$ cat config.mk
export PLATFORM = sky130hd
export DESIGN_NAME = hc_ring_top
export DESIGN_NICKNAME = d
export VERILOG_FILES = /design/src/hw/hc_chan_pkg.sv /design/src/hw/hc_ring_pkg.sv /design/src/hw/hc_ring_cfg.sv /design/src/hw/hc_rob.sv /design/src/hw/hc_fifo2.sv /design/src/hw/hc_ring_reader.sv /design/src/hw/hc_ring_top.sv
export SDC_FILE = /design/constraint.sdc
export NUM_CORES = 1
export LEC_CHECK = 0
export ABC_AREA = 1
export BUFFER_PORTS_ARGS = -buffer_cell sky130_fd_sc_hd__buf_4
export CAP_MARGIN = 40
export CORE_ASPECT_RATIO = 1.5
export CORE_UTILIZATION = 50
export DETAILED_ROUTE_END_ITERATION = 6
export HOLD_SLACK_MARGIN = 0.02
export PLACE_DENSITY = 0.68
export SYNTH_ARGS = -nofsm -noshare
export SYNTH_HDL_FRONTEND = slang
export SYNTH_HIERARCHICAL = 1
export SYNTH_SLANG_ARGS = --single-unit
$ cat constraint.sdc
create_clock -name clk -period 13.65 [get_ports clk]
set_input_delay 0.6825 -clock clk [delete_from_list [all_inputs] [get_ports clk]]
set_output_delay 0.6825 -clock clk [all_outputs]
set_load 0.1 [all_outputs]
$ cat src/hw/hc_chan_pkg.sv
//==========================================================================
// Host channel definitions
// Widths of the cache-line address, the line payload and the read tag
// that a request carries and its response returns
//==========================================================================

`default_nettype none

package hc_chan_pkg;

    //==========================================================================
    // Line addressing and payload
    //==========================================================================

    // Host memory is addressed in whole cache lines
    localparam int line_addr_w = 32;

    // One line of data, kept narrow so simulation stays quick
    localparam int line_data_w = 64;

    // Read tag width
    // The tag is used directly as the reorder slot index
    localparam int tag_w = 3;

endpackage

`default_nettype wire

$ cat src/hw/hc_ring_pkg.sv
//==========================================================================
// Ring-buffer definitions
// Ring index width, reorder depth and the configuration register map
//==========================================================================

`default_nettype none

package hc_ring_pkg;

    // 16-line ring, so pointers wrap on their own at the top of the range
    localparam int ring_idx_w = 4;

    // One reorder slot per tag value
    localparam int rob_entries = 2 ** hc_chan_pkg::tag_w;

    // Configuration map, one bit of address selects between two registers
    localparam int cfg_addr_w = 1;
    localparam logic [cfg_addr_w-1:0] cfg_base_reg = 1'b0;
    localparam logic [cfg_addr_w-1:0] cfg_newest_reg = 1'b1;

endpackage

`default_nettype wire

$ cat src/hw/hc_ring_cfg.sv
//==========================================================================
// Ring configuration registers
// Holds the ring base line address and the newest published index,
// both loaded by a single-cycle host write strobe
//==========================================================================

`timescale 1ns/100ps
`default_nettype none

module hc_ring_cfg
(
    input  logic                                   clk,
    input  logic                                   resetb,
    input  logic                                   cfg_wr,
    input  logic [hc_ring_pkg::cfg_addr_w-1:0]     cfg_addr,
    input  logic [hc_chan_pkg::line_addr_w-1:0]    cfg_wdata,
    output logic [hc_chan_pkg::line_addr_w-1:0]    base_addr,
    output logic [hc_ring_pkg::ring_idx_w-1:0]     newest_idx
);

    // The host publishes the base once and then moves the newest index
    // forward as it writes lines into the ring
    always_ff @(posedge clk)
    begin
        if (!resetb)
        begin
            base_addr  <= '0;
            newest_idx <= '0;
        end
        else if (cfg_wr)
        begin
            // New values reach the reader in the cycle after the strobe
            if (cfg_addr == hc_ring_pkg::cfg_base_reg)
            begin
                base_addr <= cfg_wdata;
            end
            if (cfg_addr == hc_ring_pkg::cfg_newest_reg)
            begin
                // Only the low bits of the write form a ring index
                newest_idx <= cfg_wdata[hc_ring_pkg::ring_idx_w-1:0];
            end
        end
    end

endmodule

`default_nettype wire

$ cat src/hw/hc_rob.sv
//==========================================================================
// Reorder buffer
// Slots are allocated in request order, filled by tag in any order and
// released in request order once the oldest slot holds its line
//==========================================================================

`timescale 1ns/100ps
`default_nettype none

module hc_rob
(
    input  logic                                 clk,
    input  logic                                 resetb,
    input  logic                                 alloc,
    input  logic                                 fill,
    input  logic [hc_chan_pkg::tag_w-1:0]        fill_tag,
    input  logic [hc_chan_pkg::line_data_w-1:0]  fill_data,
    input  logic                                 release_en,
    output logic                                 slot_free,
    output logic [hc_chan_pkg::tag_w-1:0]        alloc_tag,
    output logic                                 head_filled,
    output logic [hc_chan_pkg::line_data_w-1:0]  head_data
);

    // Pointers carry one extra bit so a full buffer differs from an empty one
    logic [hc_chan_pkg::tag_w:0]               alloc_ptr;
    logic [hc_chan_pkg::tag_w:0]               rel_ptr;
    logic [hc_chan_pkg::tag_w:0]               in_flight;
    logic [hc_chan_pkg::tag_w-1:0]             head_idx;
    logic [hc_ring_pkg::rob_entries-1:0]       filled;
    logic [hc_chan_pkg::line_data_w-1:0]       data_q [hc_ring_pkg::rob_entries];

    //==========================================================================
    // Slot status
    //==========================================================================

    assign in_flight = alloc_ptr - rel_ptr;
    assign slot_free = (in_flight < hc_ring_pkg::rob_entries);

    // The tag handed out with a request is the slot it will land in
    assign alloc_tag = alloc_ptr[hc_chan_pkg::tag_w-1:0];
    assign head_idx  = rel_ptr[hc_chan_pkg::tag_w-1:0];

    // An empty head slot always has its flag clear, so no extra occupancy term
    assign head_filled = filled[head_idx];
    assign head_data   = data_q[head_idx];

    //==========================================================================
    // Pointers and fill flags
    //==========================================================================

    always_ff @(posedge clk)
    begin
        if (!resetb)
        begin
            alloc_ptr <= '0;
            rel_ptr   <= '0;
            filled    <= '0;
        end
        else
        begin
            if (alloc)
            begin
                alloc_ptr <= alloc_ptr + 1'b1;
            end
            // A response always targets an allocated, unfilled slot, while a
            // release targets the filled head, so the two never collide
            if (fill)
            begin
                filled[fill_tag] <= 1'b1;
            end
            if (release_en)
            begin
                filled[head_idx] <= 1'b0;
                rel_ptr          <= rel_ptr + 1'b1;
            end
        end
    end

    // Line storage, written as responses arrive
    always_ff @(posedge clk)
    begin
        if (fill)
        begin
            data_q[fill_tag] <= fill_data;
        end
    end

endmodule

`default_nettype wire

$ cat src/hw/hc_fifo2.sv
//==========================================================================
// Two-entry output queue
// Register-based queue with a registered head word, so the client path
// has no combinational route back into the reorder buffer
//==========================================================================

`timescale 1ns/100ps
`default_nettype none

module hc_fifo2
(
    input  logic                                 clk,
    input  logic                                 resetb,
    input  logic                                 enq_en,
    input  logic [hc_chan_pkg::line_data_w-1:0]  enq_data,
    input  logic                                 deq_en,
    output logic                                 not_full,
    output logic                                 not_empty,
    output logic [hc_chan_pkg::line_data_w-1:0]  first
);

    logic                                 tail_valid;
    logic [hc_chan_pkg::line_data_w-1:0]  tail_data;

    assign not_full = !tail_valid;

    // Occupancy: the head fills first, the tail only holds a second word
    always_ff @(posedge clk)
    begin
        if (!resetb)
        begin
            not_empty  <= 1'b0;
            tail_valid <= 1'b0;
        end
        else if (deq_en)
        begin
            // The tail moves up, or a new word takes the empty head
            not_empty  <= tail_valid || enq_en;
            tail_valid <= tail_valid && enq_en;
        end
        else if (enq_en)
        begin
            not_empty  <= 1'b1;
            tail_valid <= not_empty;
        end
    end

    // Payload moves with the occupancy flags above
    always_ff @(posedge clk)
    begin
        if (deq_en)
        begin
            first     <= tail_valid ? tail_data : enq_data;
            tail_data <= enq_data;
        end
        else if (enq_en)
        begin
            if (not_empty)
            begin
                tail_data <= enq_data;
            end
            else
            begin
                first <= enq_data;
            end
        end
    end

endmodule

`default_nettype wire

$ cat src/hw/hc_ring_reader.sv
//==========================================================================
// Ring reader
// Walks the ring from the next unread line up to the newest published
// index, issues one line read per cycle while reorder slots are free and
// tracks the oldest line still held by the FPGA side
//==========================================================================

`timescale 1ns/100ps
`default_nettype none

module hc_ring_reader
(
    input  logic                                 clk,
    input  logic                                 resetb,
    input  logic [hc_chan_pkg::line_addr_w-1:0]  base_addr,
    input  logic [hc_ring_pkg::ring_idx_w-1:0]   newest_idx,
    input  logic                                 slot_free,
    input  logic [hc_chan_pkg::tag_w-1:0]        alloc_tag,
    input  logic                                 head_filled,
    input  logic                                 queue_not_full,
    output logic                                 rd_req,
    output logic [hc_chan_pkg::line_addr_w-1:0]  rd_addr,
    output logic [hc_chan_pkg::tag_w-1:0]        rd_tag,
    output logic                                 release_en,
    output logic [hc_ring_pkg::ring_idx_w-1:0]   oldest_idx
);

    // Ring index of the next line to request
    logic [hc_ring_pkg::ring_idx_w-1:0]  next_req_idx;

    //==========================================================================
    // Read request generation
    //==========================================================================

    // Unread lines exist while the request pointer trails the newest index.
    // The host takes every strobe, so a request here is also an allocation
    assign rd_req = (next_req_idx != newest_idx) && slot_free;

    // The index is added to the base rather than dropped into its low bits,
    // so the ring may start on any line.
    // The ring size must still be a power of two for the pointers to wrap
    assign rd_addr = base_addr + hc_chan_pkg::line_addr_w'(next_req_idx);

    // The response will come back into the slot allocated this cycle
    assign rd_tag = alloc_tag;

    always_ff @(posedge clk)
    begin
        if (!resetb)
        begin
            next_req_idx <= '0;
        end
        else if (rd_req)
        begin
            next_req_idx <= next_req_idx + 1'b1;
        end
    end

    //==========================================================================
    // Release and oldest-line tracking
    //==========================================================================

    // Lines leave the reorder buffer in request order whenever the head
    // holds data and the output queue can take it
    assign release_en = head_filled && queue_not_full;

    // The oldest pointer moves as lines leave the reorder buffer, not as
    // responses arrive.
    // Out-of-order arrivals never have to be tracked this way
    always_ff @(posedge clk)
    begin
        if (!resetb)
        begin
            oldest_idx <= '0;
        end
        else if (release_en)
        begin
            // The host may now reuse this ring slot
            oldest_idx <= oldest_idx + 1'b1;
        end
    end

endmodule

`default_nettype wire

$ cat src/hw/hc_ring_top.sv
//==========================================================================
// Ring-buffer reader top level
// Connects the configuration registers, the ring reader, the reorder
// buffer and the two-entry output queue facing the client
//==========================================================================

`timescale 1ns/100ps
`default_nettype none

module hc_ring_top
(
    input  logic                                 clk,
    input  logic                                 resetb,
    input  logic                                 cfg_wr,
    input  logic [hc_ring_pkg::cfg_addr_w-1:0]   cfg_addr,
    input  logic [hc_chan_pkg::line_addr_w-1:0]  cfg_wdata,
    input  logic                                 rsp_valid,
    input  logic [hc_chan_pkg::tag_w-1:0]        rsp_tag,
    input  logic [hc_chan_pkg::line_data_w-1:0]  rsp_data,
    input  logic                                 rx_enable,
    output logic                                 rd_req,
    output logic [hc_chan_pkg::line_addr_w-1:0]  rd_addr,
    output logic [hc_chan_pkg::tag_w-1:0]        rd_tag,
    output logic [hc_chan_pkg::line_data_w-1:0]  rx_data,
    output logic                                 rx_rdy,
    output logic [hc_ring_pkg::ring_idx_w-1:0]   oldest_idx
);

    logic [hc_chan_pkg::line_addr_w-1:0]  base_addr;
    logic [hc_ring_pkg::ring_idx_w-1:0]   newest_idx;
    logic                                 slot_free;
    logic [hc_chan_pkg::tag_w-1:0]        alloc_tag;
    logic                                 head_filled;
    logic [hc_chan_pkg::line_data_w-1:0]  head_data;
    logic                                 release_en;
    logic                                 queue_not_full;

    hc_ring_cfg u_cfg
    (
        .clk        (clk),
        .resetb     (resetb),
        .cfg_wr     (cfg_wr),
        .cfg_addr   (cfg_addr),
        .cfg_wdata  (cfg_wdata),
        .base_addr  (base_addr),
        .newest_idx (newest_idx)
    );

    hc_ring_reader u_reader
    (
        .clk            (clk),
        .resetb         (resetb),
        .base_addr      (base_addr),
        .newest_idx     (newest_idx),
        .slot_free      (slot_free),
        .alloc_tag      (alloc_tag),
        .head_filled    (head_filled),
        .queue_not_full (queue_not_full),
        .rd_req         (rd_req),
        .rd_addr        (rd_addr),
        .rd_tag         (rd_tag),
        .release_en     (release_en),
        .oldest_idx     (oldest_idx)
    );

    // Every accepted request claims the next reorder slot
    hc_rob u_rob
    (
        .clk         (clk),
        .resetb      (resetb),
        .alloc       (rd_req),
        .fill        (rsp_valid),
        .fill_tag    (rsp_tag),
        .fill_data   (rsp_data),
        .release_en  (release_en),
        .slot_free   (slot_free),
        .alloc_tag   (alloc_tag),
        .head_filled (head_filled),
        .head_data   (head_data)
    );

    // The client drains the queue with its own ready/enable pair
    hc_fifo2 u_out_q
    (
        .clk       (clk),
        .resetb    (resetb),
        .enq_en    (release_en),
        .enq_data  (head_data),
        .deq_en    (rx_enable),
        .not_full  (queue_not_full),
        .not_empty (rx_rdy),
        .first     (rx_data)
    );

endmodule

`default_nettype wire

# Word level (Yosys, flattened, before mapping)
# Memories as Yosys holds them, arrays and structs flattened. A register that Yosys moved wholly into a read port is not among the register bits.
# Cells that the tools add are included.
# word_totals
rom_bits,0
inputBits,105
latchBits,0
n_memories,1
register_bits,190
ramBits,512
output_inout_bits,105
# classes
shifts,0
n_reduce_logical,13
muxes,24
multipliers,0
div_mod_pow,0
bitwise,4
add_sub_neg,6
n_eq_ne,2
n_lt_le_gt_ge,5
# memory_table
memory,words,word_bits,read_ports,rd_ports_with_merged_regs,wr,line_no,text
u_rob.data_q,8,64,1,1,1,hc_rob.sv:31,logic [hc_chan_pkg::line_data_w-1:0] data_q [hc_ring_pkg::rob_entries];
# op_table
op,count
64-bit 2-to-1 mux,7
32-bit by 4-bit adder with 32-bit output,1
8-bit 2-to-1 mux,3
4-bit by 1-bit adder with 4-bit output (second input constant),4
1-bit 2-to-1 mux,9
8-bit AND,1
3-bit by 4-bit less-than comparator with 1-bit output (second input constant),2
8-bit NOT,1
8-bit bitwise OR,1
2-bit AND reduction,4
1-bit demux with 3-bit select,2
3-bit by 1-bit greater-or-equal comparator with 1-bit output (second input constant),2
3-bit 2-to-1 mux,2
1-bit logical AND,5
4-bit less-than comparator (second input constant),1
4-bit != test,1
2-bit nonzero test,2
4-bit subtractor,1
1-bit binary-select mux with 3-bit select,1
2-bit != test (second input constant),1
1-bit logical NOT,1
1-bit logical OR,1
1-bit NOT,1

# Logic depth before layout (Yosys ltp)
# depth
ltp_word,9
mapped_depth,13
ltp_nobuf,13

# Cells and area by module
# Netlist, hierarchy kept.
# by_module_without_submodules
module,seq_area_each_um2,n_inst,cells_per_inst,area_each_um2
hc_rob,15755.1,1,2359,23257.3
hc_fifo2,3883.7,1,358,4898.4
hc_ring_cfg,720.7,1,226,1508.9
hc_ring_reader,160.2,1,272,1502.7

# Worst setup path before layout
# No wires, ideal clock.
# synth_path
kind,register to register
start,register u_rob/rel_ptr[0] (netlist name)
end,register u_out_q/first[0] (netlist name) (enable)
setup_slack_ps,7415
stages_incl_launch_ff,10
period_less_slack_ps,6235
setup_ps,574
arrival_ps,5661
n_path_buf,1
path_cell_list,dfxtp_1 > buf_2 > inv_1 > nand2_1 > nand3_1 > nand4_1 > nand2_1 > inv_1 > inv_1 > o21ai_0
# synth_between
elab_chain_len,5
# synth_lines
item,line_no,text
start: declaration,hc_rob.sv:27,logic [hc_chan_pkg::tag_w:0] rel_ptr;
start signal: assignment,hc_rob.sv:75,rel_ptr <= rel_ptr + 1'b1;
1-bit binary-select mux with 3-bit select,hc_rob.sv:45,assign head_filled = filled[head_idx];
1-bit 2-to-1 mux (implied by the code),hc_rob.sv:45,
named net head_filled,hc_ring_top.sv:33,logic head_filled;
1-bit logical AND,hc_ring_reader.sv:65,assign release_en = head_filled && queue_not_full;
named net release_en,hc_ring_top.sv:35,logic release_en;
2-bit nonzero test (no line),-,
2-bit AND reduction (no line),-,
end signal: assignment,hc_fifo2.sv:53,first <= tail_valid ? tail_data : enq_data;
end signal: assignment,hc_fifo2.sv:64,first <= enq_data;
end: declaration,hc_fifo2.sv:19,output logic [hc_chan_pkg::line_data_w-1:0] first
# The timed path passes the listed nets, and every way through them passes these cells. The select of a mux whose other input is x is not followed.
# A chain may end at the register's enable or synchronous reset.

# Worst setup path in the final report
# layout_path
start,register u_reader/next_req_idx[0] (netlist name)
end,output rd_addr[26] (netlist name)
# layout_between
elab_chain_len,1
# layout_lines
item,line_no,text
start: declaration,hc_ring_reader.sv:29,logic [hc_ring_pkg::ring_idx_w-1:0] next_req_idx;
start signal: assignment,hc_ring_reader.sv:55,next_req_idx <= next_req_idx + 1'b1;
32-bit by 4-bit adder with 32-bit output,hc_ring_reader.sv:42,assign rd_addr = base_addr + hc_chan_pkg::line_addr_w'(next_req_idx);
end: declaration,hc_ring_top.sv:22,"output logic [hc_chan_pkg::line_addr_w-1:0] rd_addr,"
# Every way passes these cells.

==> qor.yml <==
p_per_area_nw_per_um2: 179
ys_seq_area_share_pct: 65.8
cp_common_cell: "nand2_1"
dr_total_vias: 21200
fin_crit_sh_pct: 24.6
crit_buf_inv: 2
cts_setup_buffers: 0
cts_tree: "yes"
core_area_um2: 61400
grtUsageTotal_pct: 23.3
ctsHoldBuffers: 0
yosys_warnings: 6
n_fill_cell: 5137
seqCellArea_um2: 20500
area_delta_synth_final_pct: 14.3
n_antenna_cell: 0
io_pins: 210
relSlewSlack_pct: 42.4
cp_top_family: "adder cells"
grt_pass1_vias: 20400
finalSetupViolCount: 0
dieArea_um2: 63400
yosys_register_bits: 705
hpwl_um: 42600
endpoint_kind: "output port"
clock.fmax_ghz: 0.298
worstHoldPathType: "primary input to register"
cts_max_path_buffers: 3
wl_per_cell_um: 17.1
required_ns: 12.97
path_depth: 12
critPathKind: "register to output port"
grt-ovfl-total: 0
htree_levels: 3
cts.sinks: 705
path_clk_slew_ns: 0.06
grt_max_degree: 78
syn-instance-count: 3215
synth-simple-area-share_pct: 22.2
avgViaCountPerCell: 5.01
multi_input_area_um2: 7550
routabilityCongestion: 0.939
stdcell_count: 4229
clkLatencyLatePin_ns: 0.61
worstMarginPinSlew_ns: 0.865
hold_ws_ns: 0.300
rr_worst_depth: 9
syn_area_um2: 31200
antenna_found_initial: 3
syn_avg_cell_area_um2: 9.69
nNetsFinal: 3509
holdPathStages: 1
cts-root-buf: "clkbuf_16"
die_h_um: 308
io_buffers: 209
drt_iter0_drc: 1589
worstPathMaxFanout: 7
cts_repair_resize_count: 0
firstDrtPassIters: 5
fin_tns_setup_ns: 0
final_hold_viol_count: 0
period_needed_ns: 3.35
die_x_um: 206
num_rows: 111
ys_types: 35
status: "complete, no violations"
synthMuxAreaShare_pct: 0
initial_core_util_pct: 50.8
synth_nets: 3331
ir_drop_mv: 0.104
crit_slowest_cell: "fa_1"
finalClockSkew_ns: 0.0224
drv_cap: 0
synth_fa_ha_area_share_pct: 0.466
p_total_w: 0.00639
dp_cells: 4116
crit_chain: "ha_1 > fa_1 > nand2_1 > nand2_1 > nand2_4 > nor2_4 > nand2_4 > clkinv_1 > nand2_1 > nand2_1 > nand2_1 > buf_4"
crit_path_start_kind: "register"
cts_buffers: 66
wl_um: 72500
ant_nets: 0
drive_above_1_share_pct: 11.3
p_leak_nw: 16.1
critPathArrivalTime_ns: 2.67
grt_pass1_wl_um: 112000
drv_slew: 0
drcViolationCount: 0
rsz0062_at_grt: "no"
cpPeakStageDelay_ns: 0.43
yosys.area_share.xor_xnor_pct: 0.703
synth-compound-area-share_pct: 0.586
synth_top_family_by_area: "simple AND/OR/NAND/NOR gates"
[Yosys cell counts]
cell type,count,area [um^2]
nor2_2,7,43.8
nor2_1,155,582
nor3_1,1,5.00
nand2_1,1128,4230
buf_6,18,203
nand3b_1,6,45.0
or2_2,1,6.26
clkinv_1,1,3.75
a21oi_2,1,8.76
nand3_1,370,1850
nor3_2,1,10.0
clkinv_2,1,5.00
nand2_2,4,25.0
and3_1,1,6.26
o21ai_0,16,80.1
inv_1,604,2270
edfxtp_1,640,19200
ha_1,10,125
nor2_4,3,33.8
o21ai_2,1,8.76
buf_4,35,263
xnor2_1,12,105
fa_1,1,20.0
nand4_1,5,31.3
dfxtp_1,65,1300
or2_1,1,6.26
inv_2,5,18.8
a21oi_1,15,75.1
nand3_2,2,20.0
buf_1,7,26.3
clkbuf_1,11,41.3
buf_2,70,350
xor2_1,13,114
o21ai_1,2,10.0
nand2_4,2,22.5
[logic make-up (layout without fill, tap and decap cells)]
kind of cell / Yosys count / count (layout)
fa+ha+maj: 11 / 11
buf+inv: 752 / 975
simple gates: 1687 / 1687
xor+xnor: 25 / 25
compound gates: 35 / 35
flops: 705 / 705
[stage by stage]
| stage | util, % | cell area [um^2] | setup WS, ns |
|---|---|---|---|
| 4_1_cts | 58.1 | 35600 | 10.27 |
| 5_1_grt | 58.1 | 35600 | 10.18 |
| 2_1_floorplan | - | 31200 | 7.41 |
| 6_report | 58.1 | 35600 | 10.30 |
| 3_5_place_dp | 54.6 | 33500 | 10.50 |
| 3_3_place_gp | 54.0 | 33100 | 10.25 |
[state kept, by name, indices dropped and copies added (netlist names), named ones only]
signal                 count
u_out_q/first             64
u_out_q/tail_data         64
u_rob/filled               8
u_rob/alloc_ptr            4
u_out_q/not_empty          1
u_reader/next_req_idx      4
u_cfg/newest_idx           4
u_cfg/base_addr           32
u_out_q/tail_valid         1
u_reader/oldest_idx        4
u_rob/data_q             512
u_rob/rel_ptr              4
[metal layers]
layer	vias to the layer above	wire length (um)	global-route usage, %
met5	-	44	0
met3	175	4500	3.23
met2	705	36800	41.2
li1	10400	-	-
met4	6	2620	10.5
met1	9871	28600	28.1
[worst reg2reg max path: stages, from the launching register on]
cell and delay (ns):
dfxtp_1 0.52, inv_1 0.16, nand2_1 0.10, nand3_1 0.08
nand4_1 0.10, nand2_1 0.08, inv_1 0.30, inv_1 0.16
o21ai_4 0.64, buf_4 0.64
[path summary, 6_finish.rpt]
check | startpoint | end | slack [ns]
setup reg to reg | u_rob/rel_ptr[0] | u_out_q/first[42] | 10.49
hold / removal | rsp_data[6] | u_rob/data_q[5][6] | 0.30
hold reg to reg | u_rob/filled[5] | u_rob/filled[5] | 0.47
setup / recovery | u_reader/next_req_idx[0] | rd_addr[26] | 10.30
[layout by cell type, fill, tap and decap left out, types with 3 or more instances in the layout]
| master | Yosys | layout |
|---|---|---|
| a21oi_1 | 15 | 15 |
| nor2_1 | 155 | 147 |
| xor2_1 | 13 | 13 |
| xnor2_1 | 12 | 12 |
| nand2_2 | 4 | 5 |
| ha_1 | 10 | 10 |
| nand3_1 | 370 | 370 |
| inv_1 | 604 | 603 |
| clkinv_2 | 1 | 13 |
| edfxtp_1 | 640 | 640 |
| clkbuf_1 | 11 | 13 |
| buf_12 | 0 | 3 |
| inv_6 | 0 | 5 |
| buf_4 | 35 | 236 |
| clkbuf_16 | 0 | 67 |
| nand2_4 | 2 | 3 |
| nor2_2 | 7 | 7 |
| nand4_1 | 5 | 5 |
| nand2_1 | 1128 | 1126 |
| inv_2 | 5 | 4 |
| dfxtp_1 | 65 | 61 |
| clkinv_1 | 1 | 7 |
| nor2_4 | 3 | 11 |
| buf_16 | 0 | 12 |
| o21ai_0 | 16 | 15 |
| nand3b_1 | 6 | 6 |
| bufinv_16 | 0 | 7 |
[where the power goes]
group          switching, W  internal, W  leakage, nW  total [W]
registers          0.000123      0.00262         6.44    0.00274
logic               0.00141     0.000423         8.60    0.00183
clock network      0.000774      0.00104         1.03    0.00181
total               0.00230      0.00408         16.1    0.00639
[final cells by class]
type                       instances  share of cell area, %
sequential                       705                   57.6
multi-input combinational       1758                   21.2
inverter                         611                   6.46
timing repair buffer             251                   6.07
clock buffer                      80                   4.84
tap                              791                   2.78
clock inverter                    33                   1.05
No activity file was read; power rests on OpenSTA's default activity.
